==> src/verilog/load_op_pkg.sv <==
package load_op_pkg;

    // width of the reorder-buffer index below the wrap bit.
    // every rob index in the back end carries one extra direction bit on top,
    // so a full rob index is rob_idx_width + 1 bits wide.
    parameter int rob_idx_width = 5;

    // signed offset added to the base register by the load unit.
    parameter int imm_width = 12;

    // width of the opcode field below.
    parameter int mem_op_width = 3;

    // load opcodes.
    // the unsigned forms only differ from the signed ones in how
    // the load unit extends the returned data.
    typedef enum logic [mem_op_width-1:0] {
        // byte, sign extended.
        mem_lb,
        // halfword, sign extended.
        mem_lh,
        // word.
        mem_lw,
        // byte, zero extended.
        mem_lbu,
        // halfword, zero extended.
        mem_lhu
    } mem_op_e;

    // the issue stage never decodes the opcode.
    // it only carries it from dispatch to the load unit, so
    // the encodings above may change without touching the bank.

endpackage
==> src/verilog/issue_pkg.sv <==
package issue_pkg;

    // states shared by both four-phase handshakes.
    // hs_req_high means a request is being served and
    // hs_wait_low means the ack is out and the peer must drop its side.
    typedef enum logic [1:0] {
        hs_idle,
        hs_req_high,
        hs_wait_low
    } hs_state_e;

    // age compare between a stored rob index and a redirect point.
    // the direction bits flip each time the rob wraps, so when they differ
    // the plain index compare has to be inverted.
    // the redirect point itself is refetched, so it counts as younger.
    function automatic logic younger(
        input logic [load_op_pkg::rob_idx_width:0] stored_idx,
        input logic [load_op_pkg::rob_idx_width:0] redirect_idx
    );
        logic dir_diff;
        logic idx_gt;
        logic older;
        dir_diff = stored_idx[load_op_pkg::rob_idx_width]
                 ^ redirect_idx[load_op_pkg::rob_idx_width];
        idx_gt = redirect_idx[load_op_pkg::rob_idx_width-1:0]
               > stored_idx[load_op_pkg::rob_idx_width-1:0];
        older = dir_diff ^ idx_gt;
        return !older;
    endfunction

endpackage

==> src/verilog/dispatch_receiver.sv <==
`timescale 1ns/1ps

module dispatch_receiver #(
    parameter int preg_width = 6
) (
    input  logic                                   clk,
    input  logic                                   rst_n,
    input  logic                                   disp_req,
    input  load_op_pkg::mem_op_e                   disp_op,
    input  logic [preg_width-1:0]                  disp_rs1,
    input  logic                                   disp_rs1_ready,
    input  logic [load_op_pkg::imm_width-1:0]      disp_imm,
    input  logic [preg_width-1:0]                  disp_rd,
    input  logic [load_op_pkg::rob_idx_width:0]    disp_rob_idx,
    input  logic                                   bank_full,
    output logic                                   disp_ack,
    output logic                                   alloc_en,
    output load_op_pkg::mem_op_e                   alloc_op,
    output logic [preg_width-1:0]                  alloc_rs1,
    output logic                                   alloc_rs1_ready,
    output logic [load_op_pkg::imm_width-1:0]      alloc_imm,
    output logic [preg_width-1:0]                  alloc_rd,
    output logic [load_op_pkg::rob_idx_width:0]    alloc_rob_idx
);

    issue_pkg::hs_state_e state;
    logic                 can_take;

    // a request can only be taken before its ack has gone out.
    // hs_req_high is the stall state while the bank has no room.
    assign can_take = (state == issue_pkg::hs_idle) || (state == issue_pkg::hs_req_high);

    // the strobe lands on the same edge that raises disp_ack.
    assign alloc_en = can_take && disp_req && !bank_full;

    // dispatch holds its fields stable until it sees the ack,
    // so the bank writes them straight from the request lines.
    assign alloc_op        = disp_op;
    assign alloc_rs1       = disp_rs1;
    assign alloc_rs1_ready = disp_rs1_ready;
    assign alloc_imm       = disp_imm;
    assign alloc_rd        = disp_rd;
    assign alloc_rob_idx   = disp_rob_idx;

    always_ff @(posedge clk) begin
        if (!rst_n) begin
            state    <= issue_pkg::hs_idle;
            disp_ack <= 1'b0;
        end else begin
            case (state)
                issue_pkg::hs_idle, issue_pkg::hs_req_high: begin
                    if (alloc_en) begin
                        disp_ack <= 1'b1;
                        state    <= issue_pkg::hs_wait_low;
                    end else if (disp_req) begin
                        // bank is full, hold the ack back.
                        state <= issue_pkg::hs_req_high;
                    end
                end
                issue_pkg::hs_wait_low: begin
                    // one entry per transfer, so nothing more until req drops.
                    if (!disp_req) begin
                        disp_ack <= 1'b0;
                        state    <= issue_pkg::hs_idle;
                    end
                end
                default: begin
                    disp_ack <= 1'b0;
                    state    <= issue_pkg::hs_idle;
                end
            endcase
        end
    end

endmodule

==> src/verilog/issue_sender.sv <==
`timescale 1ns/1ps

module issue_sender #(
    parameter int depth      = 8,
    parameter int preg_width = 6
) (
    input  logic                                   clk,
    input  logic                                   rst_n,
    input  logic                                   pick_valid,
    input  logic [$clog2(depth)-1:0]               pick_idx,
    input  load_op_pkg::mem_op_e                   pick_op,
    input  logic [preg_width-1:0]                  pick_rs1,
    input  logic [load_op_pkg::imm_width-1:0]      pick_imm,
    input  logic [preg_width-1:0]                  pick_rd,
    input  logic [load_op_pkg::rob_idx_width:0]    pick_rob_idx,
    input  logic                                   load_ack,
    output logic                                   pick_take,
    output logic                                   load_req,
    output load_op_pkg::mem_op_e                   load_op,
    output logic [preg_width-1:0]                  load_rs1,
    output logic [load_op_pkg::imm_width-1:0]      load_imm,
    output logic [preg_width-1:0]                  load_rd,
    output logic [load_op_pkg::rob_idx_width:0]    load_rob_idx,
    output logic [$clog2(depth)-1:0]               load_idx
);

    issue_pkg::hs_state_e state;

    // only an idle sender has room for another load.
    assign pick_take = (state == issue_pkg::hs_idle) && pick_valid;

    always_ff @(posedge clk) begin
        if (!rst_n) begin
            state    <= issue_pkg::hs_idle;
            load_req <= 1'b0;
        end else begin
            case (state)
                issue_pkg::hs_idle: begin
                    if (pick_take) begin
                        load_req <= 1'b1;
                        state    <= issue_pkg::hs_req_high;
                    end
                end
                issue_pkg::hs_req_high: begin
                    if (load_ack) begin
                        load_req <= 1'b0;
                        state    <= issue_pkg::hs_wait_low;
                    end
                end
                issue_pkg::hs_wait_low: begin
                    // the load unit still holds ack high, wait it out.
                    if (!load_ack) begin
                        state <= issue_pkg::hs_idle;
                    end
                end
                default: begin
                    load_req <= 1'b0;
                    state    <= issue_pkg::hs_idle;
                end
            endcase
        end
    end

    // payload stays put from the take until the next take.
    always_ff @(posedge clk) begin
        if (pick_take) begin
            load_op      <= pick_op;
            load_rs1     <= pick_rs1;
            load_imm     <= pick_imm;
            load_rd      <= pick_rd;
            load_rob_idx <= pick_rob_idx;
            load_idx     <= pick_idx;
        end
    end

endmodule

==> src/verilog/load_issue_bank.sv <==
`timescale 1ns/1ps

module load_issue_bank #(
    parameter int depth      = 8,
    parameter int preg_width = 6,
    parameter int wb_ports   = 2
) (
    input  logic                                   clk,
    input  logic                                   rst_n,
    input  logic                                   alloc_en,
    input  load_op_pkg::mem_op_e                   alloc_op,
    input  logic [preg_width-1:0]                  alloc_rs1,
    input  logic                                   alloc_rs1_ready,
    input  logic [load_op_pkg::imm_width-1:0]      alloc_imm,
    input  logic [preg_width-1:0]                  alloc_rd,
    input  logic [load_op_pkg::rob_idx_width:0]    alloc_rob_idx,
    input  logic [wb_ports-1:0]                    wb_en,
    input  logic [wb_ports-1:0][preg_width-1:0]    wb_preg,
    input  logic                                   pick_take,
    input  logic                                   reply_en,
    input  logic [$clog2(depth)-1:0]               reply_idx,
    input  logic                                   reply_ok,
    input  logic                                   redirect,
    input  logic [load_op_pkg::rob_idx_width:0]    redirect_rob_idx,
    output logic                                   bank_full,
    output logic                                   pick_valid,
    output logic [$clog2(depth)-1:0]               pick_idx,
    output load_op_pkg::mem_op_e                   pick_op,
    output logic [preg_width-1:0]                  pick_rs1,
    output logic [load_op_pkg::imm_width-1:0]      pick_imm,
    output logic [preg_width-1:0]                  pick_rd,
    output logic [load_op_pkg::rob_idx_width:0]    pick_rob_idx
);

    localparam int idx_width = $clog2(depth);

    logic [depth-1:0] valid;
    logic [depth-1:0] rs1_rdy;
    logic [depth-1:0] issued;
    logic [depth-1:0] ready;
    logic [depth-1:0] wake;
    logic [depth-1:0] flush;

    load_op_pkg::mem_op_e                  op_q  [depth];
    logic [preg_width-1:0]                 rs1_q [depth];
    logic [load_op_pkg::imm_width-1:0]     imm_q [depth];
    logic [preg_width-1:0]                 rd_q  [depth];
    logic [load_op_pkg::rob_idx_width:0]   rob_q [depth];

    logic [idx_width-1:0] free_idx;
    logic                 alloc_wake;

    assign bank_full = &valid;
    assign ready     = valid & rs1_rdy & ~issued;

    // lowest free slot, found by scanning down so the last hit wins.
    always_comb begin
        free_idx = '0;
        for (int i = depth - 1; i >= 0; i--) begin
            if (!valid[i]) begin
                free_idx = idx_width'(i);
            end
        end
    end

    // fixed priority pick, entry 0 first.
    always_comb begin
        pick_idx = '0;
        for (int i = depth - 1; i >= 0; i--) begin
            if (ready[i]) begin
                pick_idx = idx_width'(i);
            end
        end
    end

    assign pick_valid   = |ready;
    assign pick_op      = op_q[pick_idx];
    assign pick_rs1     = rs1_q[pick_idx];
    assign pick_imm     = imm_q[pick_idx];
    assign pick_rd      = rd_q[pick_idx];
    assign pick_rob_idx = rob_q[pick_idx];

    // writeback match for stored entries and for the one being written.
    always_comb begin
        wake       = '0;
        alloc_wake = 1'b0;
        for (int i = 0; i < depth; i++) begin
            for (int j = 0; j < wb_ports; j++) begin
                if (wb_en[j] && valid[i] && (wb_preg[j] == rs1_q[i])) begin
                    wake[i] = 1'b1;
                end
            end
        end
        for (int j = 0; j < wb_ports; j++) begin
            if (wb_en[j] && (wb_preg[j] == alloc_rs1)) begin
                alloc_wake = 1'b1;
            end
        end
    end

    always_comb begin
        for (int i = 0; i < depth; i++) begin
            flush[i] = valid[i] && issue_pkg::younger(rob_q[i], redirect_rob_idx);
        end
    end

    always_ff @(posedge clk) begin
        if (!rst_n) begin
            valid   <= '0;
            rs1_rdy <= '0;
            issued  <= '0;
        end else begin
            rs1_rdy <= rs1_rdy | wake;
            if (pick_take) begin
                issued[pick_idx] <= 1'b1;
            end
            if (redirect) begin
                valid <= valid & ~flush;
            end else begin
                if (alloc_en) begin
                    valid[free_idx]   <= 1'b1;
                    rs1_rdy[free_idx] <= alloc_rs1_ready | alloc_wake;
                    issued[free_idx]  <= 1'b0;
                end
                // a reply for an entry that is already gone is dropped.
                if (reply_en && valid[reply_idx]) begin
                    if (reply_ok) begin
                        valid[reply_idx] <= 1'b0;
                    end else begin
                        issued[reply_idx] <= 1'b0;
                    end
                end
            end
        end
    end

    always_ff @(posedge clk) begin
        if (alloc_en) begin
            op_q[free_idx]  <= alloc_op;
            rs1_q[free_idx] <= alloc_rs1;
            imm_q[free_idx] <= alloc_imm;
            rd_q[free_idx]  <= alloc_rd;
            rob_q[free_idx] <= alloc_rob_idx;
        end
    end

endmodule

==> src/verilog/load_issue_top.sv <==
`timescale 1ns/1ps

module load_issue_top #(
    parameter int depth      = 8,
    parameter int preg_width = 6,
    parameter int wb_ports   = 2
) (
    input  logic                                   clk,
    input  logic                                   rst_n,
    input  logic                                   disp_req,
    input  load_op_pkg::mem_op_e                   disp_op,
    input  logic [preg_width-1:0]                  disp_rs1,
    input  logic                                   disp_rs1_ready,
    input  logic [load_op_pkg::imm_width-1:0]      disp_imm,
    input  logic [preg_width-1:0]                  disp_rd,
    input  logic [load_op_pkg::rob_idx_width:0]    disp_rob_idx,
    output logic                                   disp_ack,
    input  logic [wb_ports-1:0]                    wb_en,
    input  logic [wb_ports-1:0][preg_width-1:0]    wb_preg,
    output logic                                   load_req,
    output load_op_pkg::mem_op_e                   load_op,
    output logic [preg_width-1:0]                  load_rs1,
    output logic [load_op_pkg::imm_width-1:0]      load_imm,
    output logic [preg_width-1:0]                  load_rd,
    output logic [load_op_pkg::rob_idx_width:0]    load_rob_idx,
    output logic [$clog2(depth)-1:0]               load_idx,
    input  logic                                   load_ack,
    input  logic                                   reply_en,
    input  logic [$clog2(depth)-1:0]               reply_idx,
    input  logic                                   reply_ok,
    input  logic                                   redirect,
    input  logic [load_op_pkg::rob_idx_width:0]    redirect_rob_idx
);

    logic                                 alloc_en;
    load_op_pkg::mem_op_e                 alloc_op;
    logic [preg_width-1:0]                alloc_rs1;
    logic                                 alloc_rs1_ready;
    logic [load_op_pkg::imm_width-1:0]    alloc_imm;
    logic [preg_width-1:0]                alloc_rd;
    logic [load_op_pkg::rob_idx_width:0]  alloc_rob_idx;
    logic                                 bank_full;

    logic                                 pick_valid;
    logic                                 pick_take;
    logic [$clog2(depth)-1:0]             pick_idx;
    load_op_pkg::mem_op_e                 pick_op;
    logic [preg_width-1:0]                pick_rs1;
    logic [load_op_pkg::imm_width-1:0]    pick_imm;
    logic [preg_width-1:0]                pick_rd;
    logic [load_op_pkg::rob_idx_width:0]  pick_rob_idx;

    dispatch_receiver #(
        .preg_width (preg_width)
    ) u_receiver (
        .*
    );

    load_issue_bank #(
        .depth      (depth),
        .preg_width (preg_width),
        .wb_ports   (wb_ports)
    ) u_bank (
        .*
    );

    issue_sender #(
        .depth      (depth),
        .preg_width (preg_width)
    ) u_sender (
        .*
    );

endmodule

==> config.mk <==
export PLATFORM = sky130hd
export DESIGN_NAME = load_issue_top
export DESIGN_NICKNAME = d
export VERILOG_FILES = /design/src/verilog/load_op_pkg.sv /design/src/verilog/issue_pkg.sv /design/src/verilog/dispatch_receiver.sv /design/src/verilog/issue_sender.sv /design/src/verilog/load_issue_bank.sv /design/src/verilog/load_issue_top.sv
export SDC_FILE = /design/constraint.sdc
export NUM_CORES = 1
export LEC_CHECK = 0
export BUFFER_PORTS_ARGS = -buffer_cell sky130_fd_sc_hd__buf_2
export CAP_MARGIN = 20
export CORE_ASPECT_RATIO = 1.25
export CORE_MARGIN = 3
export CORE_UTILIZATION = 40
export CTS_BUF_LIST = sky130_fd_sc_hd__clkbuf_2
export CTS_CLUSTER_DIAMETER = 150
export DETAILED_ROUTE_END_ITERATION = 16
export GPL_ROUTABILITY_DRIVEN = 0
export GPL_TIMING_DRIVEN = 0
export PLACE_DENSITY_LB_ADDON = 0.1
export SLEW_MARGIN = 20
export SYNTH_ARGS = -nofsm -noshare
export SYNTH_HDL_FRONTEND = slang
export SYNTH_SLANG_ARGS = --single-unit
==> constraint.sdc <==
create_clock -name clk -period 8.6 [get_ports clk]
set_clock_uncertainty 0.2 [all_clocks]
set_input_delay 1.72 -clock clk [delete_from_list [all_inputs] [get_ports clk]]
set_output_delay 1.72 -clock clk [all_outputs]
set_load 0.01 [all_outputs]
==> results.rst <==
.. list-table::
   :header-rows: 1

   * - Metric
     - Value
   * - Run status
     - completed
   * - Area contributors post-synth
     - edfxtp_1 59%, xnor2_1 4.5%, dfxtp_1 3.9%
   * - Actual slew at the worst max-slew pin
     - 0.8468 ns
   * - Via count of the first global-routing pass
     - 10804
   * - Fill count
     - 3470
   * - Crit Path Category
     - flop to primary output
   * - Post-synthesis sequential area ratio
     - 0.6315
   * - Leading cell types by count after synthesis
     - 300 x edfxtp_1, 78 x xnor2_1, 71 x nand2_1, 66 x a22oi_1, 54 x nor2_1
   * - Total of hold buffers inserted after clock tree synthesis
     - 0
   * - Routed met1 length
     - 17370 um
   * - Yosys warnings
     - 0
   * - Upper clock frequency limit
     - 0.2850 GHz
   * - Type of destination of the critical path
     - primary output
   * - I/O pin cnt
     - 102
   * - Overall power of the completed layout
     - 3.005 mW
   * - Power density over the cells
     - 172.6 nW/um^2
   * - Bufs and invs on worst path
     - 1
   * - Total Routing Usage GR
     - 0.2168
   * - RSZ-0062 raised after global routing
     - false
   * - Metal3 WL
     - 2662 um
   * - Share of cell area taken by muxes after synthesis
     - 0.02450
   * - Pin count of the biggest net entering global routing
     - 20
   * - Core footprint
     - 37360 um^2
   * - Antenna Nets Post-Route
     - 0
   * - Synth async-reset ratio
     - 0
   * - Most area-hungry cell type in the Yosys netlist
     - edfxtp_1
   * - Die height
     - 224.1 um
   * - Area share of fa/ha/maj cells after synthesis
     - 0.03289
   * - Final period demand of the worst path
     - 3.508 ns
   * - Share of power burned in the clock network
     - 0.348
   * - Sinks on Clock Net
     - 330
   * - Multi-input combinational cell area
     - 5185 um^2
   * - Net switching power
     - 765.0 uW
   * - Setup violators final
     - 0
   * - Synth Register Bits
     - 330
   * - Mapped Cells
     - 1152
   * - Main synth FF type
     - edfxtp_1
   * - DR iter-0 viols
     - 643
   * - Switching part of the total
     - 0.2546
   * - FF/Latch Area
     - 9609 um^2
   * - Part of the total power dissipated in combinational logic
     - 0.061
   * - Post-synthesis share of cell area spent on xor and xnor gates
     - 0.07195
   * - Count of flip-flops with a built-in enable after synthesis
     - 300
   * - Final Core Density
     - 0.4659
   * - Final nets
     - 1447
   * - Synthesized-area fraction occupied by ao, oa, aoi and oai cells
     - 0.1284
   * - Element type at the critical path start
     - flop
   * - Combinational family with the most area after synthesis
     - compound AO/OA/AOI/OAI gates
   * - Wire length on met2
     - 22700 um
   * - Post-CTS setup repair buffer count
     - 0
   * - First-pass GRT wire length
     - 65980 um
   * - Worst skew pair latency
     - 0.98 ns
   * - Dominant cell by count in the synthesized netlist
     - edfxtp_1
   * - Global route total overflow
     - 0
   * - Critical path peak fanout
     - 1
   * - Number of search-and-repair iterations in the first detailed-routing pass
     - 5
   * - Worst path top cell family by delay
     - flip-flops
   * - Synthesized-area fraction occupied by and/or/nand/nor cells
     - 0.07902
   * - CP arrival
     - 1.59 ns
   * - Final period util
     - 0.4080
   * - Internal portion of total power
     - 2.240 mW
   * - Share of Yosys cell area claimed by the top area cell type
     - 0.5920
   * - Initial standard-cell utilization of the core
     - 0.4073
   * - Drt wl/cell
     - 23.36 um
   * - TritonCTS clock tree
     - done
   * - Worst reg2reg setup slack
     - 5.28 ns
   * - Delay of the slowest cell on the worst path
     - 0.46 ns
   * - Leakage power
     - 6.317 nW
   * - Number of placement rows
     - 79
   * - P&R area growth vs syn
     - 14.41%
   * - Maximum clock path buffer count
     - 3
   * - Placed wire-length estimate after detailed placement
     - 31120 um
   * - Count of port buffers added during placement
     - 84
   * - CTS clock-pin slew for the worst setup and hold paths
     - 0.11 ns
   * - Number of vias per cell
     - 5.504
   * - Number of antenna violations at the first check in global routing
     - 4
   * - Post-layout instance count excluding filler cells
     - 1889
   * - Max-Cap Viols
     - 0
   * - Ratio of cells with drive above 1 in the final layout
     - 0.2057
   * - Peak supply drop
     - 0.09535 mV
   * - Max-slew violation count
     - 0
   * - Critical path required time
     - 6.68 ns
   * - Total instance count after detailed placement
     - 1743
   * - Sequential share of power
     - 0.592
   * - Clk root buf
     - clkbuf_2
   * - X dimension of the die
     - 180.5 um
   * - Syn Nets
     - 1256
   * - Aggregate routed wire length
     - 44140 um
   * - Final hold violation count
     - 0
   * - Post-CTS sizing
     - 0
   * - Worst hold path class
     - flop to flop
   * - Top layer used by detailed routing
     - met5
   * - Synthesized area per cell
     - 13.21 um^2
   * - Final setup TNS
     - 0 ns
   * - Number of levels in the clock H-tree
     - 3
   * - Max_slew headroom
     - 0.4355
   * - Post-Synthesis Cell Area
     - 15220 um^2
   * - Detailed-route via count
     - 10397
   * - Min Hold Slack
     - 0.2862 ns
   * - Full die area
     - 40430 um^2
   * - Crit-path cells
     - buf_2
   * - Number of buffers added by the clock tree synthesis step
     - 84
   * - Number of remaining DRC errors
     - 0
   * - Number of library cell types mapped by synthesis
     - 52
   * - Slowest library cell on the worst path
     - edfxtp_1
-- routing by layer --
layer  vias up  GRT usage
li1       4843          -
met1      5098     0.2564
met2       373     0.3867
met3        81    0.04385
met4         2    0.08843
met5         -          0
-- cells in the final DEF, fill, tap and decap left out, types with 40 or more instances in the layout --
cell type / instances
a21oi_1: 45
a22oi_1: 66
buf_2: 113
clkbuf_2: 117
edfxtp_1: 300
ha_1: 40
nand2_1: 71
nor2_1: 49
xnor2_1: 78
xor2_1: 47
-- through the flow --
step           instance area (um^2)  setup WS [ns]
4_1_cts                       17400          4.993
3_5_place_dp                  16660          4.775
6_report                      17410          5.092
2_1_floorplan                 15220          3.305
5_1_grt                       17400          5.043
3_3_place_gp                  16250        -0.5889
-- tightest hold or removal path, delay by kind of cell (launching register included) --
| family | cells | cell delay (ns) |
|---|---|---|
| DFF | 1 | 0.32 |
| AOI/OAI and AO/OA | 1 | 0.08 |
| and+or+nand+nor | 1 | 0.05 |
-- layout make-up --
type | count | share of cell area
Inverter | 37 | 0.007978
Sequential cell | 330 | 0.5520
Buffer | 75 | 0.01976
Tap cell | 486 | 0.03493
Antenna cell | 3 | 0.0004312
Timing Repair Buffer | 105 | 0.04478
Multi-Input combinational cell | 710 | 0.2978
Clock inverter | 26 | 0.008696
Clock buffer | 117 | 0.03364
-- power by group through the flow --
stage	registers [mW]	clock network (mW)	logic [mW]
floorplan	1.81	0	0.102
global placement	1.82	0	0.172
detailed placement	1.81	0	0.184
CTS	1.78	1.09	0.185
global route	1.78	1.16	0.203
finish	1.78	1.04	0.182
-- path summary, 6_finish.rpt --
| kind | startpoint | to | cells after the start |
|---|---|---|---|
| worst max-delay path | u_sender.load_rd[5] | load_rd[5] | 1 |
| worst min-delay path | u_receiver.disp_ack | u_receiver.disp_ack | 2 |
| worst max register to register | u_bank.valid[6] | u_sender.load_rob_idx[5] | 7 |
| worst min register to register | u_receiver.disp_ack | u_receiver.disp_ack | 2 |
-- sequential cells by signal, indices dropped and copies added (netlist names) --
name,cells
u_bank.issued,8
u_bank.imm_q,96
u_sender.state,2
u_bank.valid,8
u_sender.load_rd,6
u_sender.load_rs1,6
u_sender.load_op,3
u_sender.load_req,1
u_receiver.disp_ack,1
u_bank.rs1_rdy,8
u_sender.load_rob_idx,6
u_sender.load_idx,3
u_receiver.state,2
u_sender.load_imm,12
u_bank.rob_q,48
u_bank.op_q,24
u_bank.rd_q,48
u_bank.rs1_q,48
-- cell families after synthesis --
kind of cell	Yosys count
adders and majority gates	40
muxes	36
buffers and inverters	112
AOI/OAI and AO/OA	264
DFF	330
and+or+nand+nor	245
xor gates and xnor gates	125
(Power assumes the default switching activity.)
